`config.mk`:
```
export PLATFORM = sky130hd
export DESIGN_NAME = bp_frontend
export DESIGN_NICKNAME = d
export VERILOG_FILES = /design/src/source/bp_pkg.sv /design/src/source/fetch_pc_gen.sv /design/src/source/branch_predictor.sv /design/src/source/fetch_output_stage.sv /design/src/source/branch_resolver.sv /design/src/source/bp_frontend.sv
export SDC_FILE = /design/constraint.sdc
export NUM_CORES = 1
export LEC_CHECK = 0
export BUFFER_PORTS_ARGS = -buffer_cell sky130_fd_sc_hd__buf_2
export CORE_UTILIZATION = 45
export CTS_CLUSTER_DIAMETER = 60
export DETAILED_ROUTE_END_ITERATION = 8
export SLEW_MARGIN = 20
export SYNTH_ARGS = -nofsm -noshare
export SYNTH_HDL_FRONTEND = slang
export SYNTH_HIERARCHICAL = 1
export SYNTH_SLANG_ARGS = --single-unit
```
`constraint.sdc`:
```
create_clock -name clk -period 7.55 [get_ports clk]
set_input_delay 1.51 -clock clk [delete_from_list [all_inputs] [get_ports clk]]
set_output_delay 1.51 -clock clk [all_outputs]
set_load 0.01 [all_outputs]
```
`src/source/bp_pkg.sv`:
```
package bp_pkg;

    // 2-bit saturating counter, taken in the upper half
    typedef enum logic [1:0] {
        STRONG_NOT   = 2'b00,
        WEAK_NOT     = 2'b01,
        WEAK_TAKEN   = 2'b10,
        STRONG_TAKEN = 2'b11
    } ctr_state_t;

    // Counter value of a fresh or replaced entry
    localparam ctr_state_t CTR_RESET = WEAK_NOT;

    // Fixed-size instructions
    localparam int unsigned INSTR_BYTES = 4;

    // Low address bits that are always zero
    localparam int unsigned ALIGN_BITS = 2;

endpackage

```
`src/source/fetch_pc_gen.sv`:
```
`timescale 1ns/100ps

module fetch_pc_gen #(
    parameter int unsigned ADDR_WIDTH = 32,
    parameter logic [ADDR_WIDTH-1:0] RESET_PC = '0
) (
    input  logic                  clk,
    input  logic                  reset,
    input  logic                  stall,
    input  logic                  pred_hit,
    input  logic                  pred_taken,
    input  logic [ADDR_WIDTH-1:0] pred_target,
    input  logic                  redirect_valid,
    input  logic [ADDR_WIDTH-1:0] redirect_pc,
    output logic [ADDR_WIDTH-1:0] pc
);

    logic [ADDR_WIDTH-1:0] seq_pc;
    logic [ADDR_WIDTH-1:0] next_pc;

    assign seq_pc = pc + ADDR_WIDTH'(bp_pkg::INSTR_BYTES);

    // Redirect beats stall, stall beats prediction
    always_comb begin
        if (redirect_valid) begin
            next_pc = redirect_pc;
        end else if (stall) begin
            next_pc = pc;
        end else if (pred_hit && pred_taken) begin
            next_pc = pred_target;
        end else begin
            next_pc = seq_pc;
        end
    end

    always_ff @(posedge clk) begin
        if (reset) begin
            pc <= RESET_PC;
        end else begin
            pc <= next_pc;
        end
    end

    // Redirects and trained targets must keep fetch word aligned
    pc_aligned: assert property (
        @(posedge clk) disable iff (reset)
        pc[bp_pkg::ALIGN_BITS-1:0] == '0
    ) else $error("fetch pc %h not instruction aligned", pc);

endmodule

```
`src/source/branch_predictor.sv`:
```
`timescale 1ns/100ps

module branch_predictor #(
    parameter int unsigned ADDR_WIDTH = 32,
    parameter int unsigned INDEX_BITS = 4
) (
    input  logic                  clk,
    input  logic                  reset,
    input  logic [ADDR_WIDTH-1:0] lookup_pc,
    output logic                  pred_hit,
    output logic                  pred_taken,
    output logic [ADDR_WIDTH-1:0] pred_target,
    input  logic                  train_valid,
    input  logic                  train_taken,
    input  logic [ADDR_WIDTH-1:0] train_pc,
    input  logic [ADDR_WIDTH-1:0] train_target
);

    localparam int unsigned DEPTH     = 2 ** INDEX_BITS;
    localparam int unsigned WORD_BITS = ADDR_WIDTH - bp_pkg::ALIGN_BITS;

    // Table storage, tags and targets are word addresses
    logic [DEPTH-1:0]     entry_valid;
    logic [WORD_BITS-1:0] entry_tag    [DEPTH];
    logic [WORD_BITS-1:0] entry_target [DEPTH];
    bp_pkg::ctr_state_t   entry_ctr    [DEPTH];

    logic [WORD_BITS-1:0]  lookup_word;
    logic [INDEX_BITS-1:0] lookup_idx;
    logic [WORD_BITS-1:0]  train_word;
    logic [INDEX_BITS-1:0] train_idx;
    logic                  train_hit;
    bp_pkg::ctr_state_t    train_base;

    function automatic bp_pkg::ctr_state_t ctr_step(
        input bp_pkg::ctr_state_t cur,
        input logic               taken
    );
        bp_pkg::ctr_state_t nxt;
        case (cur)
            bp_pkg::STRONG_NOT:   nxt = taken ? bp_pkg::WEAK_NOT     : bp_pkg::STRONG_NOT;
            bp_pkg::WEAK_NOT:     nxt = taken ? bp_pkg::WEAK_TAKEN   : bp_pkg::STRONG_NOT;
            bp_pkg::WEAK_TAKEN:   nxt = taken ? bp_pkg::STRONG_TAKEN : bp_pkg::WEAK_NOT;
            bp_pkg::STRONG_TAKEN: nxt = taken ? bp_pkg::STRONG_TAKEN : bp_pkg::WEAK_TAKEN;
            default:              nxt = bp_pkg::CTR_RESET;
        endcase
        return nxt;
    endfunction

    // Lookup path
    assign lookup_word = lookup_pc[ADDR_WIDTH-1:bp_pkg::ALIGN_BITS];
    assign lookup_idx  = lookup_word[INDEX_BITS-1:0];

    assign pred_hit    = entry_valid[lookup_idx] && (entry_tag[lookup_idx] == lookup_word);
    assign pred_taken  = (entry_ctr[lookup_idx] == bp_pkg::WEAK_TAKEN) ||
                         (entry_ctr[lookup_idx] == bp_pkg::STRONG_TAKEN);
    assign pred_target = {entry_target[lookup_idx], {bp_pkg::ALIGN_BITS{1'b0}}};

    // Training path
    assign train_word = train_pc[ADDR_WIDTH-1:bp_pkg::ALIGN_BITS];
    assign train_idx  = train_word[INDEX_BITS-1:0];
    assign train_hit  = entry_valid[train_idx] && (entry_tag[train_idx] == train_word);

    // A replaced entry forgets the old branch's history
    assign train_base = train_hit ? entry_ctr[train_idx] : bp_pkg::CTR_RESET;

    always_ff @(posedge clk) begin
        if (reset) begin
            for (int i = 0; i < DEPTH; i++) begin
                entry_valid[i] <= 1'b0;
                entry_ctr[i]   <= bp_pkg::CTR_RESET;
            end
        end else if (train_valid) begin
            entry_valid[train_idx] <= 1'b1;
            entry_ctr[train_idx]   <= ctr_step(train_base, train_taken);
        end
    end

    always_ff @(posedge clk) begin
        if (train_valid) begin
            entry_tag[train_idx]    <= train_word;
            entry_target[train_idx] <= train_target[ADDR_WIDTH-1:bp_pkg::ALIGN_BITS];
        end
    end

    // Resolver must hand over a known address with every write
    train_pc_known: assert property (
        @(posedge clk) disable iff (reset)
        train_valid |-> !$isunknown(train_pc)
    ) else $error("training write with unknown pc");

endmodule

```
`src/source/fetch_output_stage.sv`:
```
`timescale 1ns/100ps

module fetch_output_stage #(
    parameter int unsigned ADDR_WIDTH = 32
) (
    input  logic                  clk,
    input  logic                  reset,
    input  logic [ADDR_WIDTH-1:0] pc,
    input  logic                  pred_taken_in,
    input  logic [ADDR_WIDTH-1:0] pred_target_in,
    input  logic                  flush,
    input  logic                  fetch_ready,
    output logic                  stall,
    output logic                  fetch_valid,
    output logic [ADDR_WIDTH-1:0] fetch_pc,
    output logic [ADDR_WIDTH-1:0] fetch_pred_target,
    output logic                  fetch_pred_taken
);

    // Decode refuses the held fetch
    assign stall = fetch_valid && !fetch_ready;

    always_ff @(posedge clk) begin
        if (reset) begin
            fetch_valid <= 1'b0;
        end else if (flush) begin
            fetch_valid <= 1'b0;
        end else if (!stall) begin
            fetch_valid <= 1'b1;
        end
    end

    always_ff @(posedge clk) begin
        if (!stall) begin
            fetch_pc          <= pc;
            fetch_pred_taken  <= pred_taken_in;
            fetch_pred_target <= pred_target_in;
        end
    end

    // Held fetch and the pc behind it stay put until decode takes it or a flush drops it
    hold_while_stalled: assert property (
        @(posedge clk) disable iff (reset)
        (fetch_valid && !fetch_ready && !flush) |=>
            (fetch_valid && $stable(fetch_pc) && $stable(fetch_pred_taken) &&
             $stable(fetch_pred_target) && $stable(pc))
    ) else $error("fetch outputs or pc changed under back-pressure");

endmodule

```
`src/source/branch_resolver.sv`:
```
`timescale 1ns/100ps

module branch_resolver #(
    parameter int unsigned ADDR_WIDTH = 32
) (
    input  logic                  clk,
    input  logic                  reset,
    input  logic                  resolve_valid,
    input  logic                  resolve_taken,
    input  logic                  resolve_pred_taken,
    input  logic [ADDR_WIDTH-1:0] resolve_pc,
    input  logic [ADDR_WIDTH-1:0] resolve_target,
    input  logic [ADDR_WIDTH-1:0] resolve_pred_target,
    output logic                  train_valid,
    output logic                  train_taken,
    output logic [ADDR_WIDTH-1:0] train_pc,
    output logic [ADDR_WIDTH-1:0] train_target,
    output logic                  redirect_valid,
    output logic [ADDR_WIDTH-1:0] redirect_pc
);

    logic                  dir_wrong;
    logic                  target_wrong;
    logic                  mispredicted;
    logic [ADDR_WIDTH-1:0] fall_through;
    logic [ADDR_WIDTH-1:0] correct_pc;

    assign dir_wrong    = resolve_taken != resolve_pred_taken;
    // Only a taken branch can go to the wrong place
    assign target_wrong = resolve_taken && (resolve_target != resolve_pred_target);
    assign mispredicted = dir_wrong || target_wrong;

    assign fall_through = resolve_pc + ADDR_WIDTH'(bp_pkg::INSTR_BYTES);
    assign correct_pc   = resolve_taken ? resolve_target : fall_through;

    always_ff @(posedge clk) begin
        if (reset) begin
            train_valid    <= 1'b0;
            redirect_valid <= 1'b0;
        end else begin
            train_valid    <= resolve_valid;
            redirect_valid <= resolve_valid && mispredicted;
        end
    end

    always_ff @(posedge clk) begin
        if (resolve_valid) begin
            train_taken  <= resolve_taken;
            train_pc     <= resolve_pc;
            train_target <= resolve_target;
            redirect_pc  <= correct_pc;
        end
    end

endmodule

```
`src/source/bp_frontend.sv`:
```
`timescale 1ns/100ps

module bp_frontend #(
    parameter int unsigned ADDR_WIDTH = 32,
    parameter int unsigned INDEX_BITS = 4,
    parameter logic [ADDR_WIDTH-1:0] RESET_PC = 'h100
) (
    input  logic                  clk,
    input  logic                  reset,
    input  logic                  fetch_ready,
    output logic                  fetch_valid,
    output logic [ADDR_WIDTH-1:0] fetch_pc,
    output logic                  fetch_pred_taken,
    output logic [ADDR_WIDTH-1:0] fetch_pred_target,
    input  logic                  resolve_valid,
    input  logic [ADDR_WIDTH-1:0] resolve_pc,
    input  logic                  resolve_taken,
    input  logic [ADDR_WIDTH-1:0] resolve_target,
    input  logic                  resolve_pred_taken,
    input  logic [ADDR_WIDTH-1:0] resolve_pred_target,
    output logic                  mispredict
);

    logic [ADDR_WIDTH-1:0] pc;
    logic                  pred_hit;
    logic                  pred_taken;
    logic [ADDR_WIDTH-1:0] pred_target;
    logic                  stall;
    logic                  train_valid;
    logic                  train_taken;
    logic [ADDR_WIDTH-1:0] train_pc;
    logic [ADDR_WIDTH-1:0] train_target;
    logic                  redirect_valid;
    logic [ADDR_WIDTH-1:0] redirect_pc;

    assign mispredict = redirect_valid;

    fetch_pc_gen #(
        .ADDR_WIDTH (ADDR_WIDTH),
        .RESET_PC   (RESET_PC)
    ) u_pc_gen (
        .clk            (clk),
        .reset          (reset),
        .stall          (stall),
        .pred_hit       (pred_hit),
        .pred_taken     (pred_taken),
        .pred_target    (pred_target),
        .redirect_valid (redirect_valid),
        .redirect_pc    (redirect_pc),
        .pc             (pc)
    );

    branch_predictor #(
        .ADDR_WIDTH (ADDR_WIDTH),
        .INDEX_BITS (INDEX_BITS)
    ) u_predictor (
        .clk          (clk),
        .reset        (reset),
        .lookup_pc    (pc),
        .pred_hit     (pred_hit),
        .pred_taken   (pred_taken),
        .pred_target  (pred_target),
        .train_valid  (train_valid),
        .train_taken  (train_taken),
        .train_pc     (train_pc),
        .train_target (train_target)
    );

    // Taken is only recorded for a hit
    fetch_output_stage #(
        .ADDR_WIDTH (ADDR_WIDTH)
    ) u_out_stage (
        .clk               (clk),
        .reset             (reset),
        .pc                (pc),
        .pred_taken_in     (pred_hit && pred_taken),
        .pred_target_in    (pred_target),
        .flush             (redirect_valid),
        .fetch_ready       (fetch_ready),
        .stall             (stall),
        .fetch_valid       (fetch_valid),
        .fetch_pc          (fetch_pc),
        .fetch_pred_target (fetch_pred_target),
        .fetch_pred_taken  (fetch_pred_taken)
    );

    branch_resolver #(
        .ADDR_WIDTH (ADDR_WIDTH)
    ) u_resolver (
        .clk                 (clk),
        .reset               (reset),
        .resolve_valid       (resolve_valid),
        .resolve_taken       (resolve_taken),
        .resolve_pred_taken  (resolve_pred_taken),
        .resolve_pc          (resolve_pc),
        .resolve_target      (resolve_target),
        .resolve_pred_target (resolve_pred_target),
        .train_valid         (train_valid),
        .train_taken         (train_taken),
        .train_pc            (train_pc),
        .train_target        (train_target),
        .redirect_valid      (redirect_valid),
        .redirect_pc         (redirect_pc)
    );

endmodule

```
# Word-level counts from Yosys, hierarchy flattened
# Memories as Yosys holds them, arrays and structs flattened. A register that Yosys moved wholly into a read port is not among the register bits.
# Index checks and enable logic that the tools add are counted.
# Widths: inputs -> output; s select.
# classes
muxes	35
bitwise	1
addsub	2
n_reduce_logical	13
order_cmp	3
eq_ne	10
# ops
op	count
$mux 32	4
$add 32x3->32 const B	2
$eq 30x30->1	2
$mux 4	9
$ne 32x32->1	1
$or 16x16->16	1
$mux 1	12
$mux 2	6
$lt 4x5->1 const B	2
$bmux 1 s4	2
$eq 2x2->1 const B	4
$pmux 2 s4	1
$logic_and 1x1->1	7
$demux 1 s4	1
$ge 4x1->1 const B	1
$reduce_or 2->1	2
$eq 2x1->1 const B	1
$logic_not 2->1	1
$logic_or 1x1->1	2
$ne 2x1->1 const B	1
$logic_not 1->1	1
$ne 1x1->1	1
# word_totals
register_bits	211
input_bits	102
mem_bits_rw	992
wordCells	79
mem_count	3
# mem_list
memory	depth	width	rd	rd_clocked_by_memory_dff	write_ports	line_no	rtl
u_predictor.entry_tag	16	30	2	2	1	branch_predictor.sv:24	logic [WORD_BITS-1:0] entry_tag [DEPTH];
u_predictor.entry_target	16	30	1	1	1	branch_predictor.sv:25	logic [WORD_BITS-1:0] entry_target [DEPTH];
u_predictor.entry_ctr	16	2	2	2	16	branch_predictor.sv:26	bp_pkg::ctr_state_t entry_ctr [DEPTH];

# Depth between registers and ports, before layout
# Gate-level depths: netlist (run 1).
# depth
word_depth	9
mapped_depth	19
mapped_depth_nobuf	13

# Cells and area by module
# The synthesis (run 1) kept the hierarchy.
# by_module_without_submodules
mod	cells_each	instances	area_each_um2
branch_predictor	2107	1	43251.5
branch_resolver	288	1	4204.0
fetch_pc_gen	320	1	2326.0
fetch_output_stage	69	1	1988.2
bp_frontend	1	1	6.3

# Least setup slack after synthesis (run 1)
# OpenSTA, ideal clock, no wires.
# synth_timing
path_kind	reg-to-reg
from	reg u_resolver.train_pc[2]
to	mem u_predictor/entry_ctr[1][0] in the netlist's numbering, enable pin
setup_slack_ps	2225
synth_period_minus_slack_ps	5325
path_buffers	5
t_arrival_ps	5020
required_time_ps	7244
path_stages_with_launch	9
cell_sequence	edfxtp_1 buf_4 buf_4 buf_2 buf_1 clkbuf_1 nand3b_1 nor2_1 or2_2
# synth_lines
item	line_no	rtl
start, declared	branch_resolver.sv:16	output logic [ADDR_WIDTH-1:0] train_pc,
start signal, assigned	branch_resolver.sv:49	train_pc <= resolve_pc;
end, declared	branch_predictor.sv:26	

# Worst setup path in the final report (run 1)
# layout_timing
from	reg u_pc_gen.pc[2]
to	reg u_pc_gen.pc[21]
# layout_via
elab_chain_len	7
# layout_lines
item	line_no	rtl
start, declared	fetch_pc_gen.sv:15	output logic [ADDR_WIDTH-1:0] pc
start signal, assigned	fetch_pc_gen.sv:40	pc <= next_pc;
$bmux 1 s4	branch_predictor.sv:54	assign pred_hit = entry_valid[lookup_idx] && (entry_tag[lookup_idx] == lookup_word);
$mux 1 (not written as such)	branch_predictor.sv:54	
$logic_and 1x1->1 (*)	branch_predictor.sv:54	
net pred_hit	bp_frontend.sv:25	logic pred_hit;
$logic_and 1x1->1 (*)	fetch_pc_gen.sv:29	end else if (pred_hit && pred_taken) begin
$mux 32 (*)	fetch_pc_gen.sv:29	
$mux 32 (*)	fetch_pc_gen.sv:27	end else if (stall) begin
$mux 32 (*)	fetch_pc_gen.sv:25	if (redirect_valid) begin
# The timed path passes the listed nets; every way through them passes the cells marked *. The select of a mux whose other input is x is not followed.
# A chain may end at the register's enable or synchronous reset.

==> results.sh, run 1 <==
export IMPL_wl_met1_mm=60.79
export IMPL_rsz0062_at_grt="false"
export IMPL_wl_met3_mm=14.84
export IMPL_globalplace_congestion=0.9066
export IMPL_layout_drive_gt1_share=0.2810
export IMPL_track_usage=0.2633
export IMPL_finalPower_w=0.01547
export IMPL_crit_start="u_pc_gen/pc[2]"
export IMPL_finalSetupViolCount=0
export IMPL_r2r_slack_ns=1.40
export IMPL_period_share=0.8139
export IMPL_port_buffers=168
export IMPL_design_die_area_um2=116100
export IMPL_reg2reg_depth=13
export IMPL_grt_pass1_vias=29740
export IMPL_final_hold_violation_count=0
export IMPL_start_kind="register"
export IMPL_fp_dieW_um=340.8
export IMPL_r2r_end="u_pc_gen/pc[21]"
export IMPL_cts_setup_buffers=0
export IMPL_fp_dieH_um=340.8
export IMPL_ir_worst_vdd_mv=0.2191
export IMPL_rows=123
export IMPL_cp_required_ns=8.18
export IMPL_syn_inst=2781
export IMPL_clockBufferDepth=3
export IMPL_cap_violations=0
export IMPL_min_from="u_pc_gen/pc[1]"
export IMPL_dr_first_iter_drc_count=3757
export IMPL_min_path_cells=0
export IMPL_tritoncts="built"
export IMPL_met2_length_mm=71.51
export IMPL_regArea_um2=35570
export IMPL_initial_core_util=0.4567
export IMPL_fin_setup_tns_ns=0
export IMPL_slew_headroom=0.1589
export IMPL_ctsHtreeMaxLevel=4
export IMPL_outcome="finished, final reports clean"
export IMPL_dpl_hpwl_mm=92.23
export IMPL_drc=0
export IMPL_worstSetupPathType="reg -> reg"
export IMPL_syn_cell_area_um2=51660
export IMPL_area_growth_synth_to_final_pct=13.20
export IMPL_wl_mm=152.2
export IMPL_grt_max_degree=95
export IMPL_cts_num_sinks=1201
export IMPL_critPathArrivalTime_ns=6.78
export IMPL_nFillCells=8980
export IMPL_vias_per_cell=6.462
export IMPL_finalCriticalPeriod_ns=6.145
export IMPL_finClkSkew_ns=0.03055
export IMPL_ctsResizeCount=0
export IMPL_drtPass1Iterations=5
export IMPL_tightest_slew_ns=1.250
export IMPL_final_common_cell="edfxtp_1"
export IMPL_clock_root_buffer="clkbuf_16"
export IMPL_antenna_found_initial=16
export IMPL_drtAntennaViolNets=0
export IMPL_p_leak_nw=18.82
export IMPL_end_kind="register"
export IMPL_num_nets_final=3096
export IMPL_grt_pass1_wl_mm=216.8
export IMPL_multiInputGateArea_um2=15390
export IMPL_drv_slew=0
export IMPL_io_pins=169
export IMPL_p_per_area_nw_per_um2=264.6
export IMPL_crit_fanout=51
export IMPL_numCtsBuffers=131
export IMPL_yosysWarningCount=6
export IMPL_cts_hold_buffers=0
export IMPL_final_cell_mix="edfxtp_1, mux4_2, buf_2"
export IMPL_clock_fmax_ghz=0.1627
export IMPL_avgSynthCellArea_um2=18.57
export IMPL_top_layer="met5"
export IMPL_vias=29670
export IMPL_hold_path_end="u_out_stage/fetch_pc[1]"
export IMPL_grt_overflow_total=0
export IMPL_hp_class="reg -> reg"
export IMPL_cts_reportedPaths_clkPinSlew_ns=0.06
export IMPL_core_area_um2=113100
export IMPL_worstSkewPairLatency_ns=0.74
export IMPL_r2r_start="u_pc_gen/pc[2]"
export IMPL_wl_per_cell_um=33.14
[metrics by stage]
stage | hold slack, ns | std cells | area, um^2 | util | setup slack, ns
after floorplan | 0.4081 | 2782 | 51660 | - | 2.225
after global placement | 0.4662 | 4358 | 54380 | 0.4808 | 1.687
after detailed placement | 0.4414 | 4359 | 54400 | 0.4810 | 1.552
after CTS | 0.4722 | 4589 | 58470 | 0.5169 | 1.537
after global routing | 0.4878 | 4590 | 58470 | 0.5169 | 1.289
final | 0.4850 | 4592 | 58470 | 0.5170 | 1.405
[power breakdown]
group          switching [W]  total, W  internal [W]
logic               0.000865   0.00153      0.000662
clock network        0.00264   0.00613       0.00349
registers           0.000252   0.00782       0.00757
[worst max-delay path, cell delays in order, from the launching register on]
cell	delay (ns)
dfxtp_4	0.88
buf_12	0.45
mux4_2	0.57
mux4_2	0.49
xor2_1	0.15
nor4_1	0.53
nand2_1	0.26
nor4_1	1.10
and2_1	0.48
buf_4	0.32
nand2_1	0.23
o221ai_1	0.26
a21oi_1	0.10
o211a_1	0.14
[final cells by class]
type / instances / area share
Clock inverter: 77 / 0.01200
Multi-Input combinational cell: 1396 / 0.2633
Antenna cell: 3 / 0.0001284
Inverter: 20 / 0.001284
Sequential cell: 1201 / 0.6083
Tap cell: 1500 / 0.03210
Timing Repair Buffer: 242 / 0.02546
Clock buffer: 153 / 0.05747
[per-layer routing]
layer  global-route usage  up-vias
met1               0.3687    15760
met5                    0        -
met3              0.05648      268
met2               0.4111     1695
li1                     -    11940
met4              0.08885       10
[worst max path at each step]
stage / cells after the start / slack (ns) / to
2_1_floorplan: 8 / 2.22 / u_predictor/entry_ctr[1][0]
3_3_place_gp: 13 / 1.69 / u_pc_gen/pc[21]
3_5_place_dp: 13 / 1.55 / u_pc_gen/pc[21]
4_1_cts: 13 / 1.54 / u_pc_gen/pc[21]
5_1_grt: 13 / 1.29 / u_pc_gen/pc[7]
6_report: 13 / 1.40 / u_pc_gen/pc[21]
[flip-flops by register name, summed over array words and instances (netlist names)]
signal / flops
u_resolver/train_pc: 30
u_resolver/redirect_pc: 32
u_resolver/train_taken: 1
u_predictor/entry_valid: 16
u_predictor/entry_tag: 480
u_predictor/entry_target: 480
u_resolver/train_valid: 1
u_out_stage/fetch_pred_target: 32
u_out_stage/fetch_pc: 32
u_out_stage/fetch_pred_taken: 1
u_out_stage/fetch_valid: 1
u_pc_gen/pc: 32
u_resolver/train_target: 30
u_predictor/entry_ctr: 32
u_resolver/redirect_valid: 1
No activity file was read; power rests on OpenSTA's default activity.
==> inputs of run 2 (changes only) <==
Clock period 7.55 ns to 6 ns, I/O delays scaled along.
==> run 2 against run 1 <==
Total power is 29% higher; largest cell class unchanged; non-clock buffer count up 26; clock-buffer cell count increased by 13; clock power increased by 32%; global-route usage is essentially flat; worst setup slack worse by 0.16 ns; highest routed layer unchanged; combinational power grew 29%; critical path type unchanged; register-to-register slack worse by 0.16 ns; sequential power up 26%.
==> results.sh, run 2 (synthesis gave the netlist of run 1 again) <==
export IMPL_slew_headroom=0.2133
export IMPL_rsz0062_at_grt="false"
export IMPL_io_pins=169
export IMPL_final_cell_mix="edfxtp_1, mux4_2, buf_2"
export IMPL_switching_share=0.2372
export IMPL_wl_mm=152.2
export IMPL_clock_root_buffer="clkbuf_16"
export IMPL_port_buffers=168
export IMPL_drc=0
export IMPL_layout_drive_gt1_share=0.2889
export IMPL_worstSkewPairLatency_ns=0.74
export IMPL_globalplace_congestion=0.9244
export IMPL_dr_first_iter_drc_count=3934
export IMPL_vias=29690
export IMPL_p_clk_frac=0.407
export IMPL_tritoncts="built"
export IMPL_cts_reportedPaths_clkPinSlew_ns=0.06
export IMPL_grt_pass1_wl_mm=216.8
export IMPL_finClkSkew_ns=0.03365
export IMPL_r2r_end="u_predictor/entry_ctr[9][1]"
export IMPL_design_die_area_um2=116100
export IMPL_p_seq_frac=0.494
export IMPL_ctsResizeCount=0
export IMPL_fp_dieW_um=340.8
export IMPL_r2r_slack_ns=1.24
export IMPL_vias_per_cell=6.411
export IMPL_reg2reg_depth=11
export IMPL_grt_max_degree=81
export IMPL_tightest_slew_ns=1.180
export IMPL_finalCriticalPeriod_ns=4.755
export IMPL_pwr_share_comb=0.099
export IMPL_grt_overflow_total=0
export IMPL_track_usage=0.2635
export IMPL_initial_core_util=0.4567
export IMPL_end_kind="register"
export IMPL_period_share=0.7925
export IMPL_hold_path_end="u_pc_gen/pc[14]"
export IMPL_rows=123
export IMPL_numCtsBuffers=132
export IMPL_core_area_um2=113100
export IMPL_final_hold_violation_count=0
export IMPL_internal_power_w=0.01517
export IMPL_nFillCells=8952
export IMPL_worstSetupPathType="reg -> reg"
export IMPL_cts_setup_buffers=0
export IMPL_p_sw_w=0.004719
export IMPL_ctsHtreeMaxLevel=4
export IMPL_num_nets_final=3123
export IMPL_area_growth_synth_to_final_pct=14.53
export IMPL_fp_dieH_um=340.8
export IMPL_grt_pass1_vias=29640
export IMPL_dpl_hpwl_mm=94.71
export IMPL_cp_required_ns=6.43
export IMPL_drtPass1Iterations=6
export IMPL_min_path_cells=1
export IMPL_antenna_found_initial=14
export IMPL_ir_worst_vdd_mv=0.2400
export IMPL_cts_num_sinks=1201
export IMPL_clockBufferDepth=3
export IMPL_min_from="u_resolver/redirect_pc[14]"
export IMPL_reg_top3="u_predictor/entry_tag: 480 flops, u_predictor/entry_target: 480 flops"
export IMPL_p_per_area_nw_per_um2=336.2
export IMPL_clock_fmax_ghz=0.2103
export IMPL_wl_per_cell_um=32.87
export IMPL_r2r_start="u_resolver/train_pc[2]"
export IMPL_cap_violations=0
export IMPL_cts_hold_buffers=0
export IMPL_drv_slew=0
export IMPL_outcome="finished, final reports clean"
export IMPL_fin_setup_tns_ns=0
export IMPL_critPathArrivalTime_ns=5.19
export IMPL_drtAntennaViolNets=0
export IMPL_final_common_cell="edfxtp_1"
export IMPL_hp_class="reg -> reg"
export IMPL_hold_ws_ns=0.4743
export IMPL_start_kind="register"
export IMPL_p_leak_nw=19.13
export IMPL_finalSetupViolCount=0
export IMPL_crit_fanout=80
run 2: how the worst max path moves through the flow:
stage                                       from                          end  slack [ns]  cells past startpoint
after floorplan           u_resolver/train_pc[2]  u_predictor/entry_ctr[1][0]        0.67                      8
after global placement            u_pc_gen/pc[2]              u_pc_gen/pc[21]        1.29                     14
after detailed placement          u_pc_gen/pc[2]              u_pc_gen/pc[21]        1.34                     14
after CTS                         u_pc_gen/pc[2]              u_pc_gen/pc[21]        1.32                     14
after global routing              u_pc_gen/pc[2]               u_pc_gen/pc[7]        1.03                     14
final                     u_resolver/train_pc[2]  u_predictor/entry_ctr[9][1]        1.24                     11
run 2: through the flow:
| step | utilization | cells | instance area (um^2) | worst slack, ns | total power [W] |
|---|---|---|---|---|---|
| 6_report | 0.5230 | 4631 | 59160 | 1.245 | 0.01989 |
| 3_5_place_dp | 0.4842 | 4384 | 54780 | 1.337 | 0.01196 |
| 4_1_cts | 0.5226 | 4621 | 59120 | 1.319 | 0.02002 |
| 3_3_place_gp | 0.4841 | 4383 | 54760 | 1.290 | 0.01193 |
| 5_1_grt | 0.5229 | 4626 | 59150 | 1.026 | 0.02045 |
| 2_1_floorplan | - | 2782 | 51660 | 0.6746 | 0.01112 |
run 2: cell type report:
| cell class | instances | area [um^2] | area share |
|---|---|---|---|
| inverter | 20 | 75.07 | 0.001269 |
| multi-input combinational | 1396 | 15390 | 0.2601 |
| sequential | 1201 | 35570 | 0.6013 |
| clock inverter | 71 | 819.5 | 0.01385 |
| timing repair buffer | 268 | 1884 | 0.03185 |
| antenna | 9 | 22.52 | 0.0003807 |
| tap | 1500 | 1877 | 0.03172 |
| clock buffer | 166 | 3523 | 0.05956 |
run 2: power groups by stage:
stage / sequential (W) / combinational [W] / clock, W
floorplan: 0.00988 / 0.00125 / 0
global placement: 0.00998 / 0.00195 / 0
detailed placement: 0.0100 / 0.00196 / 0
CTS: 0.00982 / 0.00197 / 0.00823
global route: 0.00986 / 0.00207 / 0.00852
finish: 0.00982 / 0.00198 / 0.00809
run 2: worst max-delay path, stage by stage (launching register included):
cell and delay (ns):
edfxtp_1 0.37, buf_12 0.36, nor2b_1 0.87, buf_4 0.34, a22oi_1 0.10, nand2_1 0.14, xor2_1 0.37, a31oi_1 0.12
or2_1 0.28, o41a_1 0.47, a211oi_4 0.77, nor4_1 0.14
run 2: metal layers:
metal | track usage | vias up | share of wire
met4 | 0.09912 | 2 | 0.037
met3 | 0.04885 | 286 | 0.088
met1 | 0.3677 | 15770 | 0.40
met2 | 0.4144 | 1647 | 0.47
met5 | 0 | - | 0.00012
li1 | - | 11980 | -
